## src/rtl/nird_code_pkg.sv

```systemverilog
package nird_code_pkg;

  // one pattern bit per angle, bit 0 at 0 degrees, counter-clockwise
  localparam int PAT_W = 8;

  // 25 * 255 fits in 13 bits
  localparam int SUM_W = 13;

  localparam int CODE_W = 4;

  typedef logic [PAT_W-1:0] pat_t;
  typedef logic [SUM_W-1:0] sum_t;
  typedef logic [CODE_W-1:0] code_t;

  // number of pixels in the patch, scales a sample to the patch sum
  localparam sum_t GAIN = sum_t'(25);

  // largest patch sum for 8-bit pixels
  localparam sum_t SUM_MAX = sum_t'(25 * 255);

  // riu2 code for patterns with more than two transitions
  localparam code_t CODE_NONUNI = code_t'(9);

  // a uniform pattern has at most this many 0/1 transitions
  localparam int UNI_MAX_TRANS = 2;

endpackage

```

## src/rtl/nird_geom_pkg.sv

```systemverilog
package nird_geom_pkg;

  // image and window geometry
  localparam int PIX_W = 8;
  localparam int COLS = 16;
  localparam int ROWS = 12;
  localparam int WIN = 5;
  localparam int WIN_PIX = WIN * WIN;
  localparam int COL_W = 4;
  localparam int ROW_W = 4;

  typedef logic [PIX_W-1:0] pix_t;
  typedef logic [COL_W-1:0] col_t;
  typedef logic [ROW_W-1:0] row_t;

  localparam col_t COL_LAST = col_t'(COLS - 1);
  localparam row_t ROW_LAST = row_t'(ROWS - 1);
  // first column that completes a 5x5 window
  localparam col_t COL_FIRST_WIN = col_t'(WIN - 1);
  // last row that is only stored, never windowed
  localparam row_t ROW_LAST_FILL = row_t'(WIN - 2);

  // sample positions in the flat window, angle order 0..315 degrees
  localparam int R2_IDX[8] = '{14, 4, 2, 0, 10, 20, 22, 24};
  localparam int R1_IDX[8] = '{13, 8, 7, 6, 11, 16, 17, 18};

  typedef enum logic {
    WIN_FILL,
    WIN_RUN
  } win_state_t;

endpackage

```

## src/rtl/nird_ni_encoder.sv

```systemverilog
`timescale 1ns/1ps

module nird_ni_encoder (
  input  logic                                             clk,
  input  logic                                             rst_n_i,
  input  nird_geom_pkg::pix_t [nird_geom_pkg::WIN_PIX-1:0] win_pix_i,
  input  logic                                             win_valid_i,
  input  logic                                             win_last_i,
  output nird_code_pkg::pat_t                              ni_pat_o,
  output logic                                             ni_valid_o,
  output logic                                             ni_last_o
);

  nird_code_pkg::sum_t sum_d;
  nird_code_pkg::sum_t sum_q;
  nird_geom_pkg::pix_t s2_q [nird_code_pkg::PAT_W];
  nird_code_pkg::pat_t pat_d;
  logic                v1_q;
  logic                l1_q;

  // patch sum over all 25 pixels
  always_comb begin
    sum_d = '0;
    for (int i = 0; i < nird_geom_pkg::WIN_PIX; i++) begin
      sum_d = sum_d + nird_code_pkg::sum_t'(win_pix_i[i]);
    end
  end

  // stage 1: sum and radius-2 samples
  always_ff @(posedge clk) begin
    sum_q <= sum_d;
    for (int k = 0; k < nird_code_pkg::PAT_W; k++) begin
      s2_q[k] <= win_pix_i[nird_geom_pkg::R2_IDX[k]];
    end
  end

  // scaled sample against the sum, avoids a divide by 25
  always_comb begin
    for (int k = 0; k < nird_code_pkg::PAT_W; k++) begin
      pat_d[k] = (nird_code_pkg::GAIN * nird_code_pkg::sum_t'(s2_q[k])) >= sum_q;
    end
  end

  // stage 2: pattern
  always_ff @(posedge clk) begin
    ni_pat_o <= pat_d;
  end

  always_ff @(posedge clk) begin
    if (!rst_n_i) begin
      v1_q       <= 1'b0;
      l1_q       <= 1'b0;
      ni_valid_o <= 1'b0;
      ni_last_o  <= 1'b0;
    end else begin
      v1_q       <= win_valid_i;
      l1_q       <= win_last_i;
      ni_valid_o <= v1_q;
      ni_last_o  <= l1_q;
    end
  end

  a_sum_range: assert property (@(posedge clk) disable iff (!rst_n_i)
    v1_q |-> sum_q <= nird_code_pkg::SUM_MAX)
    else $error("patch sum out of range");

endmodule

```

## src/rtl/nird_rd_encoder.sv

```systemverilog
`timescale 1ns/1ps

module nird_rd_encoder (
  input  logic                                             clk,
  input  logic                                             rst_n_i,
  input  nird_geom_pkg::pix_t [nird_geom_pkg::WIN_PIX-1:0] win_pix_i,
  input  logic                                             win_valid_i,
  input  logic                                             win_last_i,
  output nird_code_pkg::pat_t                              rd_pat_o,
  output logic                                             rd_valid_o,
  output logic                                             rd_last_o
);

  nird_geom_pkg::pix_t s2_q [nird_code_pkg::PAT_W];
  nird_geom_pkg::pix_t s1_q [nird_code_pkg::PAT_W];
  logic                v1_q;
  logic                l1_q;

  // stage 1: outer and inner ring samples at each angle
  always_ff @(posedge clk) begin
    for (int k = 0; k < nird_code_pkg::PAT_W; k++) begin
      s2_q[k] <= win_pix_i[nird_geom_pkg::R2_IDX[k]];
      s1_q[k] <= win_pix_i[nird_geom_pkg::R1_IDX[k]];
    end
  end

  // stage 2: radial comparisons, same depth as the NI path
  always_ff @(posedge clk) begin
    for (int k = 0; k < nird_code_pkg::PAT_W; k++) begin
      rd_pat_o[k] <= (s2_q[k] >= s1_q[k]);
    end
  end

  always_ff @(posedge clk) begin
    if (!rst_n_i) begin
      v1_q       <= 1'b0;
      l1_q       <= 1'b0;
      rd_valid_o <= 1'b0;
      rd_last_o  <= 1'b0;
    end else begin
      v1_q       <= win_valid_i;
      l1_q       <= win_last_i;
      rd_valid_o <= v1_q;
      rd_last_o  <= l1_q;
    end
  end

endmodule

```

## src/rtl/nird_riu2_map.sv

```systemverilog
`timescale 1ns/1ps

module nird_riu2_map (
  input  logic                  clk,
  input  logic                  rst_n_i,
  input  nird_code_pkg::pat_t   ni_pat_i,
  input  logic                  ni_valid_i,
  input  logic                  ni_last_i,
  input  nird_code_pkg::pat_t   rd_pat_i,
  input  logic                  rd_valid_i,
  output nird_code_pkg::code_t  ni_code_o,
  output nird_code_pkg::code_t  rd_code_o,
  output logic                  code_valid_o,
  output logic                  frame_done_o
);

  // rotation-invariant uniform code of one circular pattern
  function automatic nird_code_pkg::code_t riu2(input nird_code_pkg::pat_t pat);
    nird_code_pkg::code_t trans;
    nird_code_pkg::code_t ones;
    trans = '0;
    ones  = '0;
    for (int k = 0; k < nird_code_pkg::PAT_W; k++) begin
      // neighbour wraps from 315 back to 0 degrees
      trans = trans + nird_code_pkg::code_t'(pat[k] ^ pat[(k+1)%nird_code_pkg::PAT_W]);
      ones  = ones + nird_code_pkg::code_t'(pat[k]);
    end
    if (trans <= nird_code_pkg::code_t'(nird_code_pkg::UNI_MAX_TRANS)) begin
      return ones;
    end
    return nird_code_pkg::CODE_NONUNI;
  endfunction

  always_ff @(posedge clk) begin
    ni_code_o <= riu2(ni_pat_i);
    rd_code_o <= riu2(rd_pat_i);
  end

  // NI strobes stand for both paths
  always_ff @(posedge clk) begin
    if (!rst_n_i) begin
      code_valid_o <= 1'b0;
      frame_done_o <= 1'b0;
    end else begin
      code_valid_o <= ni_valid_i;
      frame_done_o <= ni_valid_i && ni_last_i;
    end
  end

  a_valid_aligned: assert property (@(posedge clk) disable iff (!rst_n_i)
    ni_valid_i == rd_valid_i)
    else $error("NI and RD encoder valids out of step");

  a_code_range: assert property (@(posedge clk) disable iff (!rst_n_i)
    code_valid_o |-> (ni_code_o <= nird_code_pkg::CODE_NONUNI) &&
                     (rd_code_o <= nird_code_pkg::CODE_NONUNI))
    else $error("riu2 code above 9");

endmodule

```

## src/rtl/nird_top.sv

```systemverilog
`timescale 1ns/1ps

module nird_top (
  input  logic                  clk,
  input  logic                  rst_n_i,
  input  nird_geom_pkg::pix_t   pixel_i,
  input  logic                  pixel_valid_i,
  output nird_code_pkg::code_t  ni_code_o,
  output nird_code_pkg::code_t  rd_code_o,
  output logic                  code_valid_o,
  output logic                  frame_done_o
);

  nird_geom_pkg::pix_t [nird_geom_pkg::WIN_PIX-1:0] win_pix;
  logic                                             win_valid;
  logic                                             win_last;

  nird_code_pkg::pat_t ni_pat;
  logic                ni_valid;
  logic                ni_last;
  nird_code_pkg::pat_t rd_pat;
  logic                rd_valid;

  nird_window u_window (
    .clk           (clk),
    .rst_n_i       (rst_n_i),
    .pixel_i       (pixel_i),
    .pixel_valid_i (pixel_valid_i),
    .win_pix_o     (win_pix),
    .win_valid_o   (win_valid),
    .win_last_o    (win_last)
  );

  nird_ni_encoder u_ni_encoder (
    .clk         (clk),
    .rst_n_i     (rst_n_i),
    .win_pix_i   (win_pix),
    .win_valid_i (win_valid),
    .win_last_i  (win_last),
    .ni_pat_o    (ni_pat),
    .ni_valid_o  (ni_valid),
    .ni_last_o   (ni_last)
  );

  // frame end follows the NI path, so the RD last flag stays open
  nird_rd_encoder u_rd_encoder (
    .clk         (clk),
    .rst_n_i     (rst_n_i),
    .win_pix_i   (win_pix),
    .win_valid_i (win_valid),
    .win_last_i  (win_last),
    .rd_pat_o    (rd_pat),
    .rd_valid_o  (rd_valid),
    .rd_last_o   ()
  );

  nird_riu2_map u_riu2_map (
    .clk          (clk),
    .rst_n_i      (rst_n_i),
    .ni_pat_i     (ni_pat),
    .ni_valid_i   (ni_valid),
    .ni_last_i    (ni_last),
    .rd_pat_i     (rd_pat),
    .rd_valid_i   (rd_valid),
    .ni_code_o    (ni_code_o),
    .rd_code_o    (rd_code_o),
    .code_valid_o (code_valid_o),
    .frame_done_o (frame_done_o)
  );

endmodule

```

## src/rtl/nird_window.sv

```systemverilog
`timescale 1ns/1ps

module nird_window (
  input  logic                                                 clk,
  input  logic                                                 rst_n_i,
  input  nird_geom_pkg::pix_t                                  pixel_i,
  input  logic                                                 pixel_valid_i,
  output nird_geom_pkg::pix_t [nird_geom_pkg::WIN_PIX-1:0]     win_pix_o,
  output logic                                                 win_valid_o,
  output logic                                                 win_last_o
);

  // four stored rows with index 0 the oldest
  nird_geom_pkg::pix_t line_mem [nird_geom_pkg::WIN-1][nird_geom_pkg::COLS];

  // 5x5 window as [row][col] with col 4 the newest
  nird_geom_pkg::pix_t win_q [nird_geom_pkg::WIN][nird_geom_pkg::WIN];

  nird_geom_pkg::pix_t new_col [nird_geom_pkg::WIN];

  nird_geom_pkg::col_t       col_q;
  nird_geom_pkg::row_t       row_q;
  nird_geom_pkg::win_state_t state_q;

  logic col_end;
  logic row_end;

  assign col_end = (col_q == nird_geom_pkg::COL_LAST);
  assign row_end = (row_q == nird_geom_pkg::ROW_LAST);

  // column entering the window this pixel
  always_comb begin
    for (int r = 0; r < nird_geom_pkg::WIN - 1; r++) begin
      new_col[r] = line_mem[r][col_q];
    end
    new_col[nird_geom_pkg::WIN-1] = pixel_i;
  end

  // line buffer cascade and window shift
  always_ff @(posedge clk) begin
    if (pixel_valid_i) begin
      for (int r = 0; r < nird_geom_pkg::WIN; r++) begin
        for (int c = 0; c < nird_geom_pkg::WIN - 1; c++) begin
          win_q[r][c] <= win_q[r][c+1];
        end
        win_q[r][nird_geom_pkg::WIN-1] <= new_col[r];
      end
      for (int k = 0; k < nird_geom_pkg::WIN - 2; k++) begin
        line_mem[k][col_q] <= line_mem[k+1][col_q];
      end
      line_mem[nird_geom_pkg::WIN-2][col_q] <= pixel_i;
    end
  end

  always_comb begin
    for (int r = 0; r < nird_geom_pkg::WIN; r++) begin
      for (int c = 0; c < nird_geom_pkg::WIN; c++) begin
        win_pix_o[r*nird_geom_pkg::WIN+c] = win_q[r][c];
      end
    end
  end

  // raster counters and fill state
  always_ff @(posedge clk) begin
    if (!rst_n_i) begin
      col_q       <= '0;
      row_q       <= '0;
      state_q     <= nird_geom_pkg::WIN_FILL;
      win_valid_o <= 1'b0;
      win_last_o  <= 1'b0;
    end else begin
      win_valid_o <= pixel_valid_i && (state_q == nird_geom_pkg::WIN_RUN) &&
                     (col_q >= nird_geom_pkg::COL_FIRST_WIN);
      win_last_o  <= pixel_valid_i && col_end && row_end;
      if (pixel_valid_i) begin
        if (col_end) begin
          col_q <= '0;
          row_q <= row_end ? '0 : row_q + 1'b1;
        end else begin
          col_q <= col_q + 1'b1;
        end
        case (state_q)
          nird_geom_pkg::WIN_FILL: begin
            if (col_end && row_q == nird_geom_pkg::ROW_LAST_FILL) begin
              state_q <= nird_geom_pkg::WIN_RUN;
            end
          end
          default: begin
            // frame complete so refill for the next one
            if (col_end && row_end) begin
              state_q <= nird_geom_pkg::WIN_FILL;
            end
          end
        endcase
      end
    end
  end

  // a window only comes from a pixel below the four fill rows
  a_no_win_in_fill: assert property (@(posedge clk) disable iff (!rst_n_i)
    win_valid_o |-> $past(row_q) > nird_geom_pkg::ROW_LAST_FILL)
    else $error("window valid raised from a fill-state pixel");

endmodule
```

## config.mk

```make
export PLATFORM = sky130hd
export DESIGN_NAME = nird_top
export DESIGN_NICKNAME = d
export VERILOG_FILES = /design/src/rtl/nird_code_pkg.sv /design/src/rtl/nird_geom_pkg.sv /design/src/rtl/nird_ni_encoder.sv /design/src/rtl/nird_rd_encoder.sv /design/src/rtl/nird_riu2_map.sv /design/src/rtl/nird_top.sv /design/src/rtl/nird_window.sv
export SDC_FILE = /design/constraint.sdc
export NUM_CORES = 1
export LEC_CHECK = 0
export BUFFER_PORTS_ARGS = -buffer_cell sky130_fd_sc_hd__buf_2
export CORE_MARGIN = 2
export CORE_UTILIZATION = 55
export DETAILED_ROUTE_END_ITERATION = 8
export PLACE_DENSITY = 0.71
export SYNTH_ARGS = -nofsm -noshare
export SYNTH_HDL_FRONTEND = slang
export SYNTH_HIERARCHICAL = 1
export SYNTH_SLANG_ARGS = --single-unit
```

## constraint.sdc

```tcl
create_clock -name clk -period 11.3 [get_ports clk]
set_clock_uncertainty 0.1 [all_clocks]
set_input_delay 2.26 -clock clk [delete_from_list [all_inputs] [get_ports clk]]
set_output_delay 2.26 -clock clk [all_outputs]
set_load 0.05 [all_outputs]
```

Word-level counts from Yosys, hierarchy flattened
Memories as Yosys holds them, arrays and structs flattened.
Cells that the tools add are included.
{"block": "op_classes", "addsub": 54, "multipliers": 8, "magnitude_cmp": 21, "n_eq_ne": 3, "n_mux": 26, "bitwise_logic": 17, "n_reduce_logical": 9}
{"operator": "13-bit by 8-bit adder with 13-bit output", "count": 23}
{"operator": "8-bit binary-select mux with 4-bit select", "count": 4}
{"operator": "128-bit 2-to-1 mux", "count": 1}
{"operator": "13-bit greater-or-equal comparator", "count": 8}
{"operator": "5-bit by 8-bit multiplier with 13-bit output, first input constant", "count": 8}
{"operator": "8-bit 2-to-1 mux", "count": 9}
{"operator": "8-bit greater-or-equal comparator", "count": 8}
{"operator": "4-bit adder", "count": 14}
{"operator": "4-bit by 1-bit adder with 4-bit output", "count": 12}
{"operator": "8-bit demux with 4-bit select", "count": 1}
{"operator": "4-bit 2-to-1 mux", "count": 4}
{"operator": "1-bit XOR", "count": 16}
{"operator": "8-bit by 8-bit adder with 9-bit output", "count": 1}
{"operator": "4-bit by 1-bit adder with 4-bit output, second input constant", "count": 2}
{"operator": "4-bit equality test, second input constant", "count": 2}
{"operator": "4-bit by 2-bit less-or-equal comparator with 1-bit output, second input constant", "count": 2}
{"operator": "1-bit logical AND", "count": 8}
{"operator": "1-bit 2-to-1 mux", "count": 7}
{"operator": "5-bit greater-or-equal comparator, second input constant", "count": 1}
{"operator": "5-bit by 1-bit less-than comparator with 1-bit output, second input constant", "count": 1}
{"operator": "4-bit NOT with 5-bit output", "count": 1}
{"operator": "1-bit by 1-bit adder with 2-bit output", "count": 2}
{"operator": "4-bit by 2-bit equality test with 1-bit output, second input constant", "count": 1}
{"operator": "4-bit by 3-bit greater-or-equal comparator with 1-bit output, second input constant", "count": 1}
{"operator": "2-bit AND reduction", "count": 1}
{"block": "totals", "register_bits": 54, "ramBits": 904, "inputBits": 11, "out_inout_bits": 10, "wordCells": 159, "memories": 5}
{"name": "u_window.line_mem", "words": 4, "width": 128, "rd": 4, "rd_ports_with_merged_regs": 0, "wr": 4, "line": "nird_window.sv:14", "rtl": "nird_geom_pkg::pix_t line_mem [nird_geom_pkg::WIN-1][nird_geom_pkg::COLS];"}
{"name": "u_window.win_q", "words": 5, "width": 40, "rd": 5, "rd_ports_with_merged_regs": 0, "wr": 5, "line": "nird_window.sv:17", "rtl": "nird_geom_pkg::pix_t win_q [nird_geom_pkg::WIN][nird_geom_pkg::WIN];"}
{"name": "u_ni_encoder.s2_q", "words": 8, "width": 8, "rd": 8, "rd_ports_with_merged_regs": 0, "wr": 8, "line": "nird_ni_encoder.sv:16", "rtl": "nird_geom_pkg::pix_t s2_q [nird_code_pkg::PAT_W];"}
{"name": "u_rd_encoder.s1_q", "words": 8, "width": 8, "rd": 8, "rd_ports_with_merged_regs": 0, "wr": 8, "line": "nird_rd_encoder.sv:15", "rtl": "nird_geom_pkg::pix_t s1_q [nird_code_pkg::PAT_W];"}
{"name": "u_rd_encoder.s2_q", "words": 8, "width": 8, "rd": 8, "rd_ports_with_merged_regs": 0, "wr": 8, "line": "nird_rd_encoder.sv:14", "rtl": "nird_geom_pkg::pix_t s2_q [nird_code_pkg::PAT_W];"}

Longest topological paths before layout
An unclocked memory read counts as a cell.
{"block": "logic_depth", "ltp_word": 25, "depth_mapped": 26, "depth_no_buf": 26}

Modules after synthesis
Netlist, hierarchy kept.
{"module": "nird_window", "n_inst": 1, "cells_each": 1065, "area_each_um2": 25782.2, "seq_area_each_um2": 21600.7}
{"module": "nird_ni_encoder", "n_inst": 1, "cells_each": 1486, "area_each_um2": 14599.0, "seq_area_each_um2": 1781.7}
{"module": "nird_rd_encoder", "n_inst": 1, "cells_each": 344, "area_each_um2": 4403.0, "seq_area_each_um2": 2802.7}
{"module": "nird_riu2_map", "n_inst": 1, "cells_each": 114, "area_each_um2": 1097.3, "seq_area_each_um2": 200.2}

Least setup slack after synthesis
No wires, ideal clock.
{"block": "synth_timing", "kind": "register to register", "from": "memory u_window/win_q[0][32] (netlist name)", "to": "register u_ni_encoder.sum_q[10]", "setup_ns": 0.119, "arrival_time_ns": 6.105, "required_time_ns": 11.081, "path_slack_ns": 4.976, "path_stages_with_launch": 27, "path_buffers": 0, "synth_period_minus_slack_ns": 6.324, "cell_sequence": "edfxtp_1 ha_1 inv_1 fa_1 nor2b_1 o21ai_1 a21oi_1 a211oi_1 xor2_1 fa_1 inv_1 fa_1 inv_1 fa_1 fa_1 inv_1 fa_1 fa_1 inv_1 fa_1 inv_1 ha_1 nand3_1 o211ai_1 o21a_1 o22ai_1 xnor2_1"}
{"item": "from (decl)", "line": "nird_window.sv:17"}
{"item": "to (signal assigned)", "line": "nird_ni_encoder.sv:31", "rtl": "sum_q <= sum_d;"}
{"item": "to (decl)", "line": "nird_ni_encoder.sv:15", "rtl": "nird_code_pkg::sum_t sum_q;"}

==> flow_summary.yaml <==
sta:
  relSlewSlack_pct: 25.6
  tightest_slew_ns: 1.12
  fin_tns_setup_ns: 0
  period_minus_slack_ns: 6.85
  final_max_slew_viol_count: 0
  final_hold_viol_count: 0
  grt_setup_unrepaired: "no"
  fmax_mhz: 146
  finalCritPeriodShare_pct: 60.6
  setup_viol: 0
placed_design:
  place_congestion: 0.827
  dp_hpwl_mm: 62.4
  portBuffers: 20
final_layout:
  fill_cells: 5982
  multi_input_area_um2: 17300
  diodes: 0
  regArea_um2: 26300
  fin_nets: 3761
  post_route_cells_drive_above_1_share_pct: 11.1
  areaGrowthSynthToFinish_pct: 10.0
floorplan:
  initial_utilization_pct: 55.7
  die-area_um2: 85600
  rows: 105
  die_h_um: 292
  io_pins: 21
  core_area_um2: 82200
  fp.dieW_um: 292
clock_tree:
  clockBufferDepth: 3
  cts_setup_buffers: 0
  cts.clk_slew.worst_paths_ns: 0.06
  cts_resized: 0
  cts_buffers: 93
  cts_max_level: 3
  root_buffer: "clkbuf_16"
  clkLatencyLatePin_ns: 0.67
  cts_tree: "done"
  ctsHoldBuffers: 0
  clock-sinks: 958
global_routing:
  grt_pass1_wl_mm: 146
  antenna_found_initial: 8
  grt-ovfl-total: 0
  first_global_vias: 25200
  grt_usage_pct: 22.8
  grt_max_degree: 91
drt:
  routed_wl_mm: 94.6
  routedWlPerCell_um: 22.3
  remaining_drc_errors: 0
  drt_iter0_drc: 1585
  vias: 23900
  drtPass1Iterations: 5
  antenna_left: 0
  routed_via_density: 5.63
setup_path:
  slowest_delay_ns: 0.54
  r2r_cells: 26
  critPathMaxFanout: 5
  cp_data_arrival_time_ns: 7.27
  r2r_start: "u_window/win_q[0][32]"
  cp-end-kind: "register"
  crit_type: "reg2reg"
  startpoint_type: "register"
  reg2reg_to: "u_ni_encoder/sum_q[10]"
  r2r_setup_slack_ns: 4.45
  cp_slowest_cell: "fa_1"
  crit_path_frequent_cell: "fa_1"
  cp.required_ns: 11.73
synthesis:
  synthesis.nets: 3672
  postSynthAreaPerCell_um2: 15.3
  syn_inst: 3001
  synth_area_um2: 45800
  ys_warn_count: 6
hold_path:
  hold_end: "u_rd_encoder/s1_q[0][29]"
  holdPathStages: 0
  min_path_type: "reg2reg"
  min_from: "u_window/win_q[1][29]"
run_status:
  outcome: "complete, no violations"
flow_run:
  drv_cap: 0
worst max-delay path: cells and delay by family (launching register included):
| kind | cells | cell delay, ns |
|---|---|---|
| adder cells (fa/ha/maj) | 10 | 4.15 |
| AO/OA/AOI/OAI | 6 | 1.09 |
| XOR/XNOR | 2 | 0.41 |
| flip-flops | 1 | 0.41 |
| buffers and inverters | 6 | 0.37 |
| AND/OR/NAND/NOR | 2 | 0.17 |
layout by cell type, fill, tap and decap left out, types with 20 or more instances in the layout:
master,count
a21o_1,69
a21oi_1,40
a22oi_1,64
buf_4,21
clkbuf_1,22
clkbuf_16,94
dfxtp_1,244
edfxtp_1,712
fa_1,214
ha_1,446
inv_1,516
mux4_2,128
nand2_1,67
nand2b_1,20
nand3_1,46
nor2_1,67
o21ai_0,25
xnor2_1,62
xor2_1,32
flip-flops by register name, summed over array words and instances (netlist names), 4 cells and up:
| register | count |
|---|---|
| u_ni_encoder/s2_q | 64 |
| u_ni_encoder/sum_q | 13 |
| u_ni_encoder/ni_pat_o | 8 |
| u_riu2_map/ni_code_o | 4 |
| u_riu2_map/rd_code_o | 4 |
| u_rd_encoder/rd_pat_o | 8 |
| u_rd_encoder/s1_q | 64 |
| u_window/row_q | 4 |
| u_window/win_q | 200 |
| u_window/line_mem | 512 |
| u_rd_encoder/s2_q | 64 |
| u_window/col_q | 4 |
layer usage:
metal	part of all wire, %	track usage, %
met1	40	29.4
met2	51	39.9
met3	4.8	2.97
met4	3.4	8.01
met5	0.014	0
area by class of cell:
type,count,share of cell area [%]
Clock buffer,121,4.97
Clock inverter,52,1.34
Inverter,519,3.87
Multi-Input combinational cell,1476,34.3
Sequential cell,958,52.3
Tap cell,1070,2.66
Timing Repair Buffer,42,0.571
worst max-delay path by stage:
stage / from / endpoint / slack (ns) / cells after the start
2_1_floorplan: u_window/win_q[0][32] / u_ni_encoder/sum_q[10] / 4.98 / 26
3_3_place_gp: u_window/win_q[0][32] / u_ni_encoder/sum_q[10] / 4.64 / 26
3_5_place_dp: u_window/win_q[0][32] / u_ni_encoder/sum_q[10] / 4.53 / 26
4_1_cts: u_window/win_q[0][32] / u_ni_encoder/sum_q[10] / 4.51 / 26
5_1_grt: u_window/win_q[0][32] / u_ni_encoder/sum_q[10] / 4.15 / 26
6_report: u_window/win_q[0][32] / u_ni_encoder/sum_q[10] / 4.45 / 26
per-stage QoR:
stage                     util (%)  setup WS [ns]  cells  cell area, um2  hold slack, ns
after floorplan                  -           4.98   3001           45800           0.263
after global placement        57.4           4.64   4065           47200           0.278
after detailed placement      57.4           4.53   4065           47200           0.282
after CTS                     61.2           4.51   4238           50400           0.293
after global routing          61.2           4.15   4238           50400           0.306
final                         61.2           4.45   4238           50400           0.294
Power is left out: the tool's default activity adds up to more than one toggle a clock period on the data nets, which glitch-free logic cannot reach.
